File: src/hw/dbg_pkg.sv
package dbg_pkg;

    // Widths and depths
    localparam int NB_DATA      = 8;
    localparam int NB_WORD      = 32;
    localparam int NB_IMEM_ADDR = 6;    // 64 instruction words
    localparam int NB_RB_ADDR   = 5;
    localparam int RB_DEPTH     = 32;
    localparam int NB_DM_ADDR   = 7;
    localparam int DM_DEPTH     = 128;
    localparam int N_LANES      = 4;    // Byte lanes per instruction word

    // Host command bytes
    localparam logic [NB_DATA-1:0] CMD_LOAD    = 8'd1;
    localparam logic [NB_DATA-1:0] CMD_RUN     = 8'd2;
    localparam logic [NB_DATA-1:0] CMD_STEP    = 8'd3;
    localparam logic [NB_DATA-1:0] CMD_DUMP_RB = 8'd6;
    localparam logic [NB_DATA-1:0] CMD_SEND_PC = 8'd7;
    localparam logic [NB_DATA-1:0] CMD_DUMP_DM = 8'd8;

    // Core opcodes where anything else is a no-op
    localparam logic [NB_DATA-1:0] OP_LI   = 8'h01;
    localparam logic [NB_DATA-1:0] OP_SB   = 8'h02;
    localparam logic [NB_DATA-1:0] OP_HALT = 8'hFF;

    // Decoded fields for the core and byte lanes for assembly at the top
    typedef union packed {
        struct packed {
            logic [NB_DATA-1:0]    opcode;
            logic [2:0]            unused;
            logic [NB_RB_ADDR-1:0] rd;
            logic [15:0]           imm;
        } fields;
        logic [0:N_LANES-1][NB_DATA-1:0] bytes;   // Byte 0 is the MSB
    } inst_word_t;

endpackage

File: src/hw/imem_wr_if.sv
`timescale 1ns/1ns

interface imem_wr_if;

    logic [dbg_pkg::NB_IMEM_ADDR-1:0] addr;       // Word address
    logic [dbg_pkg::N_LANES-1:0]      lane_sel;   // One hot
    logic [dbg_pkg::NB_DATA-1:0]      data;
    logic                             write;      // Single cycle strobe

    modport loader (
        output addr,
        output lane_sel,
        output data,
        output write
    );

    modport lane (
        input addr,
        input lane_sel,
        input data,
        input write
    );

endinterface

File: src/hw/imem_lane.sv
`timescale 1ns/1ns

module imem_lane #(
    parameter int IMEM_DEPTH = 64,
    parameter int LANE       = 0
) (
    input  logic                             i_clock,
    imem_wr_if.lane                          wr,
    input  logic [dbg_pkg::NB_IMEM_ADDR-1:0] i_rd_addr,
    output logic [dbg_pkg::NB_DATA-1:0]      o_rd_data
);

    logic [dbg_pkg::NB_DATA-1:0] mem [IMEM_DEPTH];

    // Program load writes only the bytes addressed to this lane
    always_ff @(posedge i_clock) begin
        if (wr.write && wr.lane_sel[LANE]) begin
            mem[wr.addr] <= wr.data;
        end
    end

    always_ff @(posedge i_clock) begin
        o_rd_data <= mem[i_rd_addr];    // Fetch data one cycle later
    end

endmodule

File: src/hw/reg_bank.sv
`timescale 1ns/1ns

module reg_bank (
    input  logic                           i_clock,
    input  logic                           i_wr_en,
    input  logic [dbg_pkg::NB_RB_ADDR-1:0] i_wr_addr,
    input  logic [dbg_pkg::NB_WORD-1:0]    i_wr_data,
    input  logic [dbg_pkg::NB_RB_ADDR-1:0] i_rd_addr,
    output logic [dbg_pkg::NB_WORD-1:0]    o_rd_data,
    input  logic [dbg_pkg::NB_RB_ADDR-1:0] i_dbg_addr,
    output logic [dbg_pkg::NB_WORD-1:0]    o_dbg_data
);

    logic [dbg_pkg::NB_WORD-1:0] regs [dbg_pkg::RB_DEPTH];

    always_ff @(posedge i_clock) begin
        if (i_wr_en) begin
            regs[i_wr_addr] <= i_wr_data;
        end
    end

    // Core and debug ports read independently
    always_ff @(posedge i_clock) begin
        o_rd_data  <= regs[i_rd_addr];
        o_dbg_data <= regs[i_dbg_addr];
    end

endmodule

File: src/hw/data_mem.sv
`timescale 1ns/1ns

module data_mem (
    input  logic                           i_clock,
    input  logic                           i_wr_en,
    input  logic [dbg_pkg::NB_DM_ADDR-1:0] i_wr_addr,
    input  logic [dbg_pkg::NB_DATA-1:0]    i_wr_data,
    input  logic [dbg_pkg::NB_DM_ADDR-1:0] i_dbg_addr,
    output logic [dbg_pkg::NB_DATA-1:0]    o_dbg_data
);

    logic [dbg_pkg::NB_DATA-1:0] mem [dbg_pkg::DM_DEPTH];

    // Byte stores from the core
    always_ff @(posedge i_clock) begin
        if (i_wr_en) begin
            mem[i_wr_addr] <= i_wr_data;
        end
    end

    always_ff @(posedge i_clock) begin
        o_dbg_data <= mem[i_dbg_addr];
    end

endmodule

File: src/hw/exec_core.sv
`timescale 1ns/1ns

module exec_core #(
    parameter int IMEM_DEPTH = 64
) (
    input  logic                             i_clock,
    input  logic                             i_reset,
    input  logic                             i_run,
    input  logic                             i_step,
    input  logic                             i_restart,
    input  dbg_pkg::inst_word_t              i_inst,
    output logic [dbg_pkg::NB_IMEM_ADDR-1:0] o_fetch_addr,
    output logic [dbg_pkg::NB_RB_ADDR-1:0]   o_rb_rd_addr,
    input  logic [dbg_pkg::NB_WORD-1:0]      i_rb_rd_data,
    output logic                             o_rb_wr_en,
    output logic [dbg_pkg::NB_RB_ADDR-1:0]   o_rb_wr_addr,
    output logic [dbg_pkg::NB_WORD-1:0]      o_rb_wr_data,
    output logic                             o_dm_wr_en,
    output logic [dbg_pkg::NB_DM_ADDR-1:0]   o_dm_wr_addr,
    output logic [dbg_pkg::NB_DATA-1:0]      o_dm_wr_data,
    output logic [dbg_pkg::NB_IMEM_ADDR-1:0] o_pc,
    output logic                             o_halted
);

    logic                             exec_q;     // Low is fetch, high is execute
    logic                             halted_q;
    logic [dbg_pkg::NB_IMEM_ADDR-1:0] pc_q;
    logic [dbg_pkg::NB_IMEM_ADDR-1:0] pc_next;
    logic                             is_halt;

    assign is_halt = exec_q && (i_inst.fields.opcode == dbg_pkg::OP_HALT);

    // The lanes are always addressed with the PC of the next cycle,
    // so i_inst holds the word at the current PC in both states
    always_comb begin
        pc_next = pc_q;
        if (i_restart) begin
            pc_next = '0;
        end else if (exec_q && !is_halt) begin
            pc_next = (pc_q == IMEM_DEPTH - 1) ? '0 : pc_q + 1'b1;   // Wrap at depth
        end
    end

    always_ff @(posedge i_clock) begin
        if (i_reset) begin
            exec_q   <= 1'b0;
            halted_q <= 1'b0;
            pc_q     <= '0;
        end else begin
            pc_q <= pc_next;
            if (i_restart) begin
                exec_q   <= 1'b0;
                halted_q <= 1'b0;
            end else if (exec_q) begin
                exec_q <= 1'b0;
                if (is_halt) begin
                    halted_q <= 1'b1;   // PC stays on the halt
                end
            end else if ((i_run || i_step) && !halted_q) begin
                exec_q <= 1'b1;
            end
        end
    end

    assign o_fetch_addr = pc_next;

    // Register read issued in fetch, used by a store in execute
    assign o_rb_rd_addr = i_inst.fields.rd;

    // Load immediate
    assign o_rb_wr_en   = exec_q && (i_inst.fields.opcode == dbg_pkg::OP_LI);
    assign o_rb_wr_addr = i_inst.fields.rd;
    assign o_rb_wr_data = {16'b0, i_inst.fields.imm};

    // Store byte
    assign o_dm_wr_en   = exec_q && (i_inst.fields.opcode == dbg_pkg::OP_SB);
    assign o_dm_wr_addr = i_inst.fields.imm[dbg_pkg::NB_DM_ADDR-1:0];
    assign o_dm_wr_data = i_rb_rd_data[dbg_pkg::NB_DATA-1:0];

    assign o_pc     = pc_q;
    assign o_halted = halted_q;

endmodule

File: src/hw/debug_unit.sv
`timescale 1ns/1ns

module debug_unit #(
    parameter int IMEM_DEPTH = 64
) (
    input  logic                             i_clock,
    input  logic                             i_reset,
    input  logic                             i_rx_done,
    input  logic [dbg_pkg::NB_DATA-1:0]      i_rx_data,
    input  logic                             i_tx_done,
    output logic                             o_tx_start,
    output logic [dbg_pkg::NB_DATA-1:0]      o_tx_data,
    imem_wr_if.loader                        imem,
    output logic                             o_core_run,
    output logic                             o_core_step,
    output logic                             o_core_restart,
    input  logic                             i_halted,
    input  logic [dbg_pkg::NB_IMEM_ADDR-1:0] i_pc,
    output logic [dbg_pkg::NB_RB_ADDR-1:0]   o_rb_addr,
    input  logic [dbg_pkg::NB_WORD-1:0]      i_rb_data,
    output logic [dbg_pkg::NB_DM_ADDR-1:0]   o_dm_addr,
    input  logic [dbg_pkg::NB_DATA-1:0]      i_dm_data
);

    localparam int NB_SIZE    = 16;
    localparam int IMEM_BYTES = IMEM_DEPTH * dbg_pkg::N_LANES;

    localparam logic [2:0] S_IDLE    = 3'd0;
    localparam logic [2:0] S_SIZE_HI = 3'd1;
    localparam logic [2:0] S_SIZE_LO = 3'd2;
    localparam logic [2:0] S_LOAD    = 3'd3;
    localparam logic [2:0] S_RUN     = 3'd4;
    localparam logic [2:0] S_READ    = 3'd5;  // Sync read in flight
    localparam logic [2:0] S_START   = 3'd6;
    localparam logic [2:0] S_WAIT_TX = 3'd7;

    // What a dump is sending
    localparam logic [1:0] SEL_PC = 2'd0;
    localparam logic [1:0] SEL_RB = 2'd1;
    localparam logic [1:0] SEL_DM = 2'd2;

    logic [2:0]                     state;
    logic [1:0]                     dump_sel;
    logic [NB_SIZE-1:0]             size;
    logic [NB_SIZE-1:0]             byte_idx;
    logic [1:0]                     byte_pos;     // Byte within the word from the MSB down
    logic [dbg_pkg::NB_RB_ADDR-1:0] rb_idx;
    logic [dbg_pkg::NB_DM_ADDR-1:0] dm_addr;
    logic [dbg_pkg::NB_WORD-1:0]    src_word;
    logic [dbg_pkg::NB_DATA-1:0]    tx_byte;
    logic                           last_byte;
    logic                           last_item;

    always_comb begin
        if (dump_sel == SEL_PC) begin
            src_word = {{(dbg_pkg::NB_WORD - dbg_pkg::NB_IMEM_ADDR){1'b0}}, i_pc};
        end else begin
            src_word = i_rb_data;
        end
        tx_byte = src_word[dbg_pkg::NB_WORD - 1 - byte_pos * dbg_pkg::NB_DATA -: dbg_pkg::NB_DATA];
        if (dump_sel == SEL_DM) begin
            tx_byte = i_dm_data;    // One byte per address
        end
    end

    always_comb begin
        last_byte = (dump_sel == SEL_DM) || (byte_pos == 2'd3);
        case (dump_sel)
            SEL_RB:  last_item = (rb_idx == dbg_pkg::RB_DEPTH - 1);
            SEL_DM:  last_item = (dm_addr == dbg_pkg::DM_DEPTH - 1);
            default: last_item = 1'b1;
        endcase
    end

    always_ff @(posedge i_clock) begin
        o_tx_start     <= 1'b0;
        o_core_step    <= 1'b0;
        o_core_restart <= 1'b0;
        imem.write     <= 1'b0;
        if (i_reset) begin
            state    <= S_IDLE;
            dump_sel <= SEL_PC;
            size     <= '0;
            byte_idx <= '0;
            byte_pos <= '0;
            rb_idx   <= '0;
            dm_addr  <= '0;
        end else begin
            case (state)
                S_IDLE: if (i_rx_done) begin
                    byte_pos <= '0;
                    rb_idx   <= '0;
                    dm_addr  <= '0;
                    case (i_rx_data)
                        dbg_pkg::CMD_LOAD:    state <= S_SIZE_HI;
                        dbg_pkg::CMD_RUN:     state <= S_RUN;
                        dbg_pkg::CMD_STEP:    o_core_step <= 1'b1;
                        dbg_pkg::CMD_DUMP_RB: begin
                            dump_sel <= SEL_RB;
                            state    <= S_READ;
                        end
                        dbg_pkg::CMD_SEND_PC: begin
                            dump_sel <= SEL_PC;
                            state    <= S_READ;
                        end
                        dbg_pkg::CMD_DUMP_DM: begin
                            dump_sel <= SEL_DM;
                            state    <= S_READ;
                        end
                        default: state <= S_IDLE;   // Unknown byte dropped
                    endcase
                end
                S_SIZE_HI: if (i_rx_done) begin
                    size[NB_SIZE-1:8] <= i_rx_data;
                    state             <= S_SIZE_LO;
                end
                S_SIZE_LO: if (i_rx_done) begin
                    size[7:0] <= i_rx_data;
                    byte_idx  <= '0;
                    if ({size[NB_SIZE-1:8], i_rx_data} == '0) begin
                        o_core_restart <= 1'b1;   // Empty program
                        state          <= S_IDLE;
                    end else begin
                        state <= S_LOAD;
                    end
                end
                S_LOAD: if (i_rx_done) begin
                    imem.addr               <= byte_idx[2 +: dbg_pkg::NB_IMEM_ADDR];
                    imem.lane_sel           <= '0;
                    imem.lane_sel[byte_idx[1:0]] <= 1'b1;
                    imem.data               <= i_rx_data;
                    imem.write              <= (byte_idx < IMEM_BYTES);  // Drop overflow
                    byte_idx                <= byte_idx + 1'b1;
                    if (byte_idx == size - 1'b1) begin
                        o_core_restart <= 1'b1;   // Lines up with the last write
                        state          <= S_IDLE;
                    end
                end
                S_RUN: if (i_halted) begin
                    state <= S_IDLE;
                end
                S_READ: state <= S_START;
                S_START: begin
                    o_tx_start <= 1'b1;
                    o_tx_data  <= tx_byte;
                    state      <= S_WAIT_TX;
                end
                S_WAIT_TX: if (i_tx_done) begin
                    state <= S_READ;
                    if (!last_byte) begin
                        byte_pos <= byte_pos + 1'b1;
                    end else begin
                        byte_pos <= '0;
                        if (last_item) begin
                            state <= S_IDLE;
                        end else if (dump_sel == SEL_RB) begin
                            rb_idx <= rb_idx + 1'b1;
                        end else begin
                            dm_addr <= dm_addr + 1'b1;
                        end
                    end
                end
            endcase
        end
    end

    assign o_core_run = (state == S_RUN);
    assign o_rb_addr  = rb_idx;
    assign o_dm_addr  = dm_addr;

endmodule

File: src/hw/debug_top.sv
`timescale 1ns/1ns

module debug_top #(
    parameter int IMEM_DEPTH = 64
) (
    input  logic                        i_clock,
    input  logic                        i_reset,
    input  logic                        i_rx_done,
    input  logic [dbg_pkg::NB_DATA-1:0] i_rx_data,
    input  logic                        i_tx_done,
    output logic                        o_tx_start,
    output logic [dbg_pkg::NB_DATA-1:0] o_tx_data,
    output logic                        o_halted
);

    imem_wr_if imem_wr ();

    logic [dbg_pkg::NB_DATA-1:0]      lane_data [dbg_pkg::N_LANES];
    dbg_pkg::inst_word_t              inst;
    logic [dbg_pkg::NB_IMEM_ADDR-1:0] fetch_addr;
    logic [dbg_pkg::NB_IMEM_ADDR-1:0] pc;
    logic                             core_run;
    logic                             core_step;
    logic                             core_restart;

    // Register bank, core side and debug side
    logic [dbg_pkg::NB_RB_ADDR-1:0] core_rb_rd_addr;
    logic [dbg_pkg::NB_WORD-1:0]    core_rb_rd_data;
    logic                           rb_wr_en;
    logic [dbg_pkg::NB_RB_ADDR-1:0] rb_wr_addr;
    logic [dbg_pkg::NB_WORD-1:0]    rb_wr_data;
    logic [dbg_pkg::NB_RB_ADDR-1:0] dbg_rb_addr;
    logic [dbg_pkg::NB_WORD-1:0]    dbg_rb_data;

    // Data memory
    logic                           dm_wr_en;
    logic [dbg_pkg::NB_DM_ADDR-1:0] dm_wr_addr;
    logic [dbg_pkg::NB_DATA-1:0]    dm_wr_data;
    logic [dbg_pkg::NB_DM_ADDR-1:0] dbg_dm_addr;
    logic [dbg_pkg::NB_DATA-1:0]    dbg_dm_data;

    for (genvar g = 0; g < dbg_pkg::N_LANES; g++) begin : g_lane
        imem_lane #(
            .IMEM_DEPTH (IMEM_DEPTH),
            .LANE       (g)
        ) u_lane (
            .i_clock   (i_clock),
            .wr        (imem_wr.lane),
            .i_rd_addr (fetch_addr),
            .o_rd_data (lane_data[g])
        );
    end

    // Lane 0 holds the first program byte of each word
    always_comb begin
        for (int i = 0; i < dbg_pkg::N_LANES; i++) begin
            inst.bytes[i] = lane_data[i];
        end
    end

    debug_unit #(.IMEM_DEPTH(IMEM_DEPTH)) u_debug (
        .i_clock        (i_clock),
        .i_reset        (i_reset),
        .i_rx_done      (i_rx_done),
        .i_rx_data      (i_rx_data),
        .i_tx_done      (i_tx_done),
        .o_tx_start     (o_tx_start),
        .o_tx_data      (o_tx_data),
        .imem           (imem_wr.loader),
        .o_core_run     (core_run),
        .o_core_step    (core_step),
        .o_core_restart (core_restart),
        .i_halted       (o_halted),
        .i_pc           (pc),
        .o_rb_addr      (dbg_rb_addr),
        .i_rb_data      (dbg_rb_data),
        .o_dm_addr      (dbg_dm_addr),
        .i_dm_data      (dbg_dm_data)
    );

    exec_core #(.IMEM_DEPTH(IMEM_DEPTH)) u_core (
        .i_clock      (i_clock),
        .i_reset      (i_reset),
        .i_run        (core_run),
        .i_step       (core_step),
        .i_restart    (core_restart),
        .i_inst       (inst),
        .o_fetch_addr (fetch_addr),
        .o_rb_rd_addr (core_rb_rd_addr),
        .i_rb_rd_data (core_rb_rd_data),
        .o_rb_wr_en   (rb_wr_en),
        .o_rb_wr_addr (rb_wr_addr),
        .o_rb_wr_data (rb_wr_data),
        .o_dm_wr_en   (dm_wr_en),
        .o_dm_wr_addr (dm_wr_addr),
        .o_dm_wr_data (dm_wr_data),
        .o_pc         (pc),
        .o_halted     (o_halted)
    );

    reg_bank u_reg_bank (
        .i_clock    (i_clock),
        .i_wr_en    (rb_wr_en),
        .i_wr_addr  (rb_wr_addr),
        .i_wr_data  (rb_wr_data),
        .i_rd_addr  (core_rb_rd_addr),
        .o_rd_data  (core_rb_rd_data),
        .i_dbg_addr (dbg_rb_addr),
        .o_dbg_data (dbg_rb_data)
    );

    data_mem u_data_mem (
        .i_clock    (i_clock),
        .i_wr_en    (dm_wr_en),
        .i_wr_addr  (dm_wr_addr),
        .i_wr_data  (dm_wr_data),
        .i_dbg_addr (dbg_dm_addr),
        .o_dbg_data (dbg_dm_data)
    );

endmodule

File: config.mk
export PLATFORM = sky130hd
export DESIGN_NAME = debug_top
export DESIGN_NICKNAME = d
export VERILOG_FILES = /design/src/hw/dbg_pkg.sv /design/src/hw/imem_wr_if.sv /design/src/hw/imem_lane.sv /design/src/hw/reg_bank.sv /design/src/hw/data_mem.sv /design/src/hw/exec_core.sv /design/src/hw/debug_unit.sv /design/src/hw/debug_top.sv
export SDC_FILE = /design/constraint.sdc
export NUM_CORES = 2
export LEC_CHECK = 0
export ABC_AREA = 1
export BUFFER_PORTS_ARGS = -buffer_cell sky130_fd_sc_hd__buf_2
export CORE_MARGIN = 2
export CORE_UTILIZATION = 40
export CTS_BUF_LIST = sky130_fd_sc_hd__clkbuf_4
export DETAILED_ROUTE_END_ITERATION = 16
export PLACE_DENSITY = 0.51
export SLEW_MARGIN = 20
export SYNTH_ARGS = -nofsm -noshare
export SYNTH_HDL_FRONTEND = slang
export SYNTH_SLANG_ARGS = --single-unit
File: constraint.sdc
create_clock -name i_clock -period 4.7 [get_ports i_clock]
set_input_delay 0.705 -clock i_clock [delete_from_list [all_inputs] [get_ports i_clock]]
set_output_delay 0.705 -clock i_clock [all_outputs]
set_load 0.05 [all_outputs]
==> summary.txt <==
Die
  • Die W: 614.5 um
  • Row cnt: 224
  • Die Span Y: 614.5 um
  • Core area: 371600 um^2
  • Starting Density: 40.12%
  • Boundary pin count: 22
  • Die ar.: 377600 um^2

CTS
  • Clock Latency Late Sink: 1730 ps
  • Clock Sinks: 3542
  • Reg clk slew, reported paths: 60 ps
  • Hold_buf cts: 24
  • Clock tree buffer depth: 4
  • PostCTS Resize Cnt: 0
  • Root Buffer: clkbuf_4
  • H-Tree Depth: 6
  • CTS tree: yes
  • Setup Buffers After CTS: 0
  • Total CTS buffers: 905

Synth
  • Mapped Cells: 13164
  • Sequential-to-total area share from yosys stat: 70.51%
  • Synth top area share: 68.84%
  • Synth Area per Inst: 11.33 um^2
  • Ys flop type: edfxtp_1
  • Post-synth EDFFs: 3418
  • Post-Syn Nets: 13189
  • Register bit total from synthesis: 3542
  • Count leader, synth: edfxtp_1
  • Synth Cell Area: 149100 um^2
  • Top cells by count, synth: edfxtp_1, nor2_1, nand2_1, nand3_1, inv_1
  • Library cells used by synthesis: 51
  • Synth top area cells: edfxtp_1, nor2_1, nand2_1, nand3_1, o21ai_0
  • Yosys Warn Count: 0
  • Async SR Flop Fraction: 0%
  • Area leader, netlist: edfxtp_1

Worst setup path
  • Reg2reg path depth: 13
  • Reg2reg end: g_lane[2].u_lane.o_rd_data[7]
  • Most common cell on crit path: nand3_1
  • Startpoint type of the worst setup path: flip-flop
  • Critical Path AT: 5650 ps
  • Register-to-Register Setup Slack: 600 ps
  • Crit Reg-Reg Startpoint: g_lane[0].u_lane.o_rd_data[5]
  • Critical setup path kind: flip-flop to flip-flop
  • Crit-path cells: nand2_1 > nor2_1 > nand2_2 > nand3_1 > nor3_1 > nor2_1 > nand2_4 > inv_4 > buf_12 > nand3_1 > nand3_1 > nand3_1 > nand2_1
  • Crit-path max FO: 66
  • Critical Path RT: 6240 ps
  • Slowest CP cell: inv_4
  • Critical path capture point type: flip-flop
  • Slowest cell delay on critical path: 550 ps

Placed design
  • Hpwl dp: 265500 um
  • Gpl congestion: 0.8468
  • Port Buf Inserts: 21
  • Pre-CTS worst setup slack: 815.7 ps

Finish
  • Fraction of layout cells with a size suffix above 1: 13.43%
  • Fill count: 34900
  • # nets final: 13508
  • Final core occ: 44.81%
  • P&R area growth vs syn: 11.70%

Run status
  • Outcome: completed

Global route
  • GRT Total Usage: 23.94%
  • GRT overflow: 0
  • Initial antenna violation count: 19
  • First-pass GRT wire length: 682300 um
  • Vias in the first global route: 103560
  • Pin count of the biggest net entering global routing: 167

Route
  • Drt first pass iters: 8
  • DRC viols: 0
  • Via-to-Cell Ratio: 5.499
  • Drt initial violations: 10626
  • Routed len/inst: 24.30 um
  • Vias: 105528
  • Routed WL: 466300 um
  • Routed Antenna Nets: 0

STA
  • Post-layout worst setup margin: 595.1 ps
  • Slew Limit Headroom: 23.98%
  • Setup violations, final: 0
  • Fmax: 243.6 MHz
  • Period utilization: 87.34%
  • RSZ-0062 raised after global routing: no
  • Slew Limit Fails: 0
  • Hold Slack: 164.4 ps
  • Worst-Margin Slew: 1136 ps
  • Final Hold Vio Count: 0
  • Clock skew: 165.5 ps
  • Sum of negative setup slack: 0 ps
  • Fin crit period: 4105 ps

Power and ir drop
  • PnR Total Power: 63900 uW
  • VDD IR-drop max: 259.5 uV
  • P_leak: 0.06084 uW
  • Pwr Density: 383.7 nW/um^2

Worst hold path
  • Hold Startpoint: i_rx_data[2]
  • Worst Hold Class: input port to flip-flop
  • Hold EP: u_debug.o_core_step
  • Hold-critical path depth: 7

Run
  • Max_cap viols: 0
==> final cells by class <==
class | instances | area [um^2] | share of cell area, %
antenna | 20 | 50.05 | 0.03005
clock buffer | 1372 | 10300 | 6.185
clock inverter | 249 | 1346 | 0.8084
inverter | 967 | 3671 | 2.204
multi-input combinational | 7758 | 36570 | 21.96
sequential | 3542 | 105200 | 63.16
tap | 4972 | 6221 | 3.736
timing repair buffer | 309 | 3203 | 1.923
==> routing by layer <==
layer	share of wire, %	vias up	global-route usage, %
li1	-	47843	-
met1	42	52163	32.03
met2	47	4580	38.47
met3	7.4	932	4.109
met4	4.0	10	10.30
met5	0.015	-	0
==> worst max-delay path by stage <==
| stage | from | end | slack [ps] |
|---|---|---|---|
| 6_report | g_lane[0].u_lane.o_rd_data[5] | g_lane[2].u_lane.o_rd_data[7] | 600 |
| 5_1_grt | g_lane[0].u_lane.o_rd_data[6] | g_lane[2].u_lane.o_rd_data[7] | 640 |
| 4_1_cts | g_lane[0].u_lane.o_rd_data[5] | g_lane[2].u_lane.o_rd_data[0] | 740 |
| 3_5_place_dp | g_lane[0].u_lane.o_rd_data[5] | g_lane[2].u_lane.o_rd_data[0] | 820 |
| 3_3_place_gp | g_lane[0].u_lane.o_rd_data[5] | g_lane[2].u_lane.o_rd_data[0] | 820 |
| 2_1_floorplan | u_debug.imem.data[0] | g_lane[0].u_lane.mem[0][0] | 650 |
==> placed cells by master, fill, tap and decap left out, drive strengths merged, types with 4 or more instances in the layout <==
cell type / count
edfxtp: 3418
nor2: 2056
nand2: 1976
clkbuf: 1372
nand3: 1356
inv: 986
o21ai: 932
nand4: 466
buf: 285
clkinv: 205
o22ai: 192
o221ai: 172
a22oi: 133
a21oi: 125
dfxtp: 124
or2: 101
nor3: 52
o211ai: 47
nand3b: 30
dlygate4sd3: 24
diode: 20
a31oi: 20
xor2: 19
a32oi: 16
clkinvlp: 16
nor4: 13
ha: 13
a211oi: 9
bufinv: 9
xnor2: 7
a221oi: 4
==> power by group <==
part	switching [uW]	internal [uW]
Sequential	193	34300
Combinational	2030	776
Clock	12800	13800
Total	15000	48900
==> registers in the layout (all words and copies together), names as in the netlist, 6 cells and up <==
register / flops
g_lane.u_lane.mem: 1856
g_lane.u_lane.o_rd_data: 29
u_core.o_pc: 6
u_data_mem.mem: 1024
u_data_mem.o_dbg_data: 8
u_debug.byte_idx: 16
u_debug.imem.addr: 6
u_debug.imem.data: 8
u_debug.o_dm_addr: 7
u_debug.o_tx_data: 8
u_debug.size: 16
u_reg_bank.o_dbg_data: 16
u_reg_bank.o_rd_data: 8
u_reg_bank.regs: 512
==> cells by family after synthesis <==
logic type	share of synthesized area [%]
xor gates and xnor gates	0.1981
and+or+nand+nor	17.53
AOI/OAI and AO/OA	6.570
DFF	70.51
adders and majority gates	0.1091
buffers and inverters	5.079
==> metrics by stage <==
step                      instance area, um^2  std cells
after global routing                   166500      19170
after floorplan                        149100      13164
after global placement                 154500      17521
final                                  166500      19189
after CTS                              166400      19167
after detailed placement               154600      17522
==> worst max-delay path: cells and delay by family, from the launching register on <==
family	cells	cell delay, ps
buffers and inverters	2	980
AND/OR/NAND/NOR	11	2590
flip-flops	1	340
No activity file was read; power rests on OpenSTA's default activity.
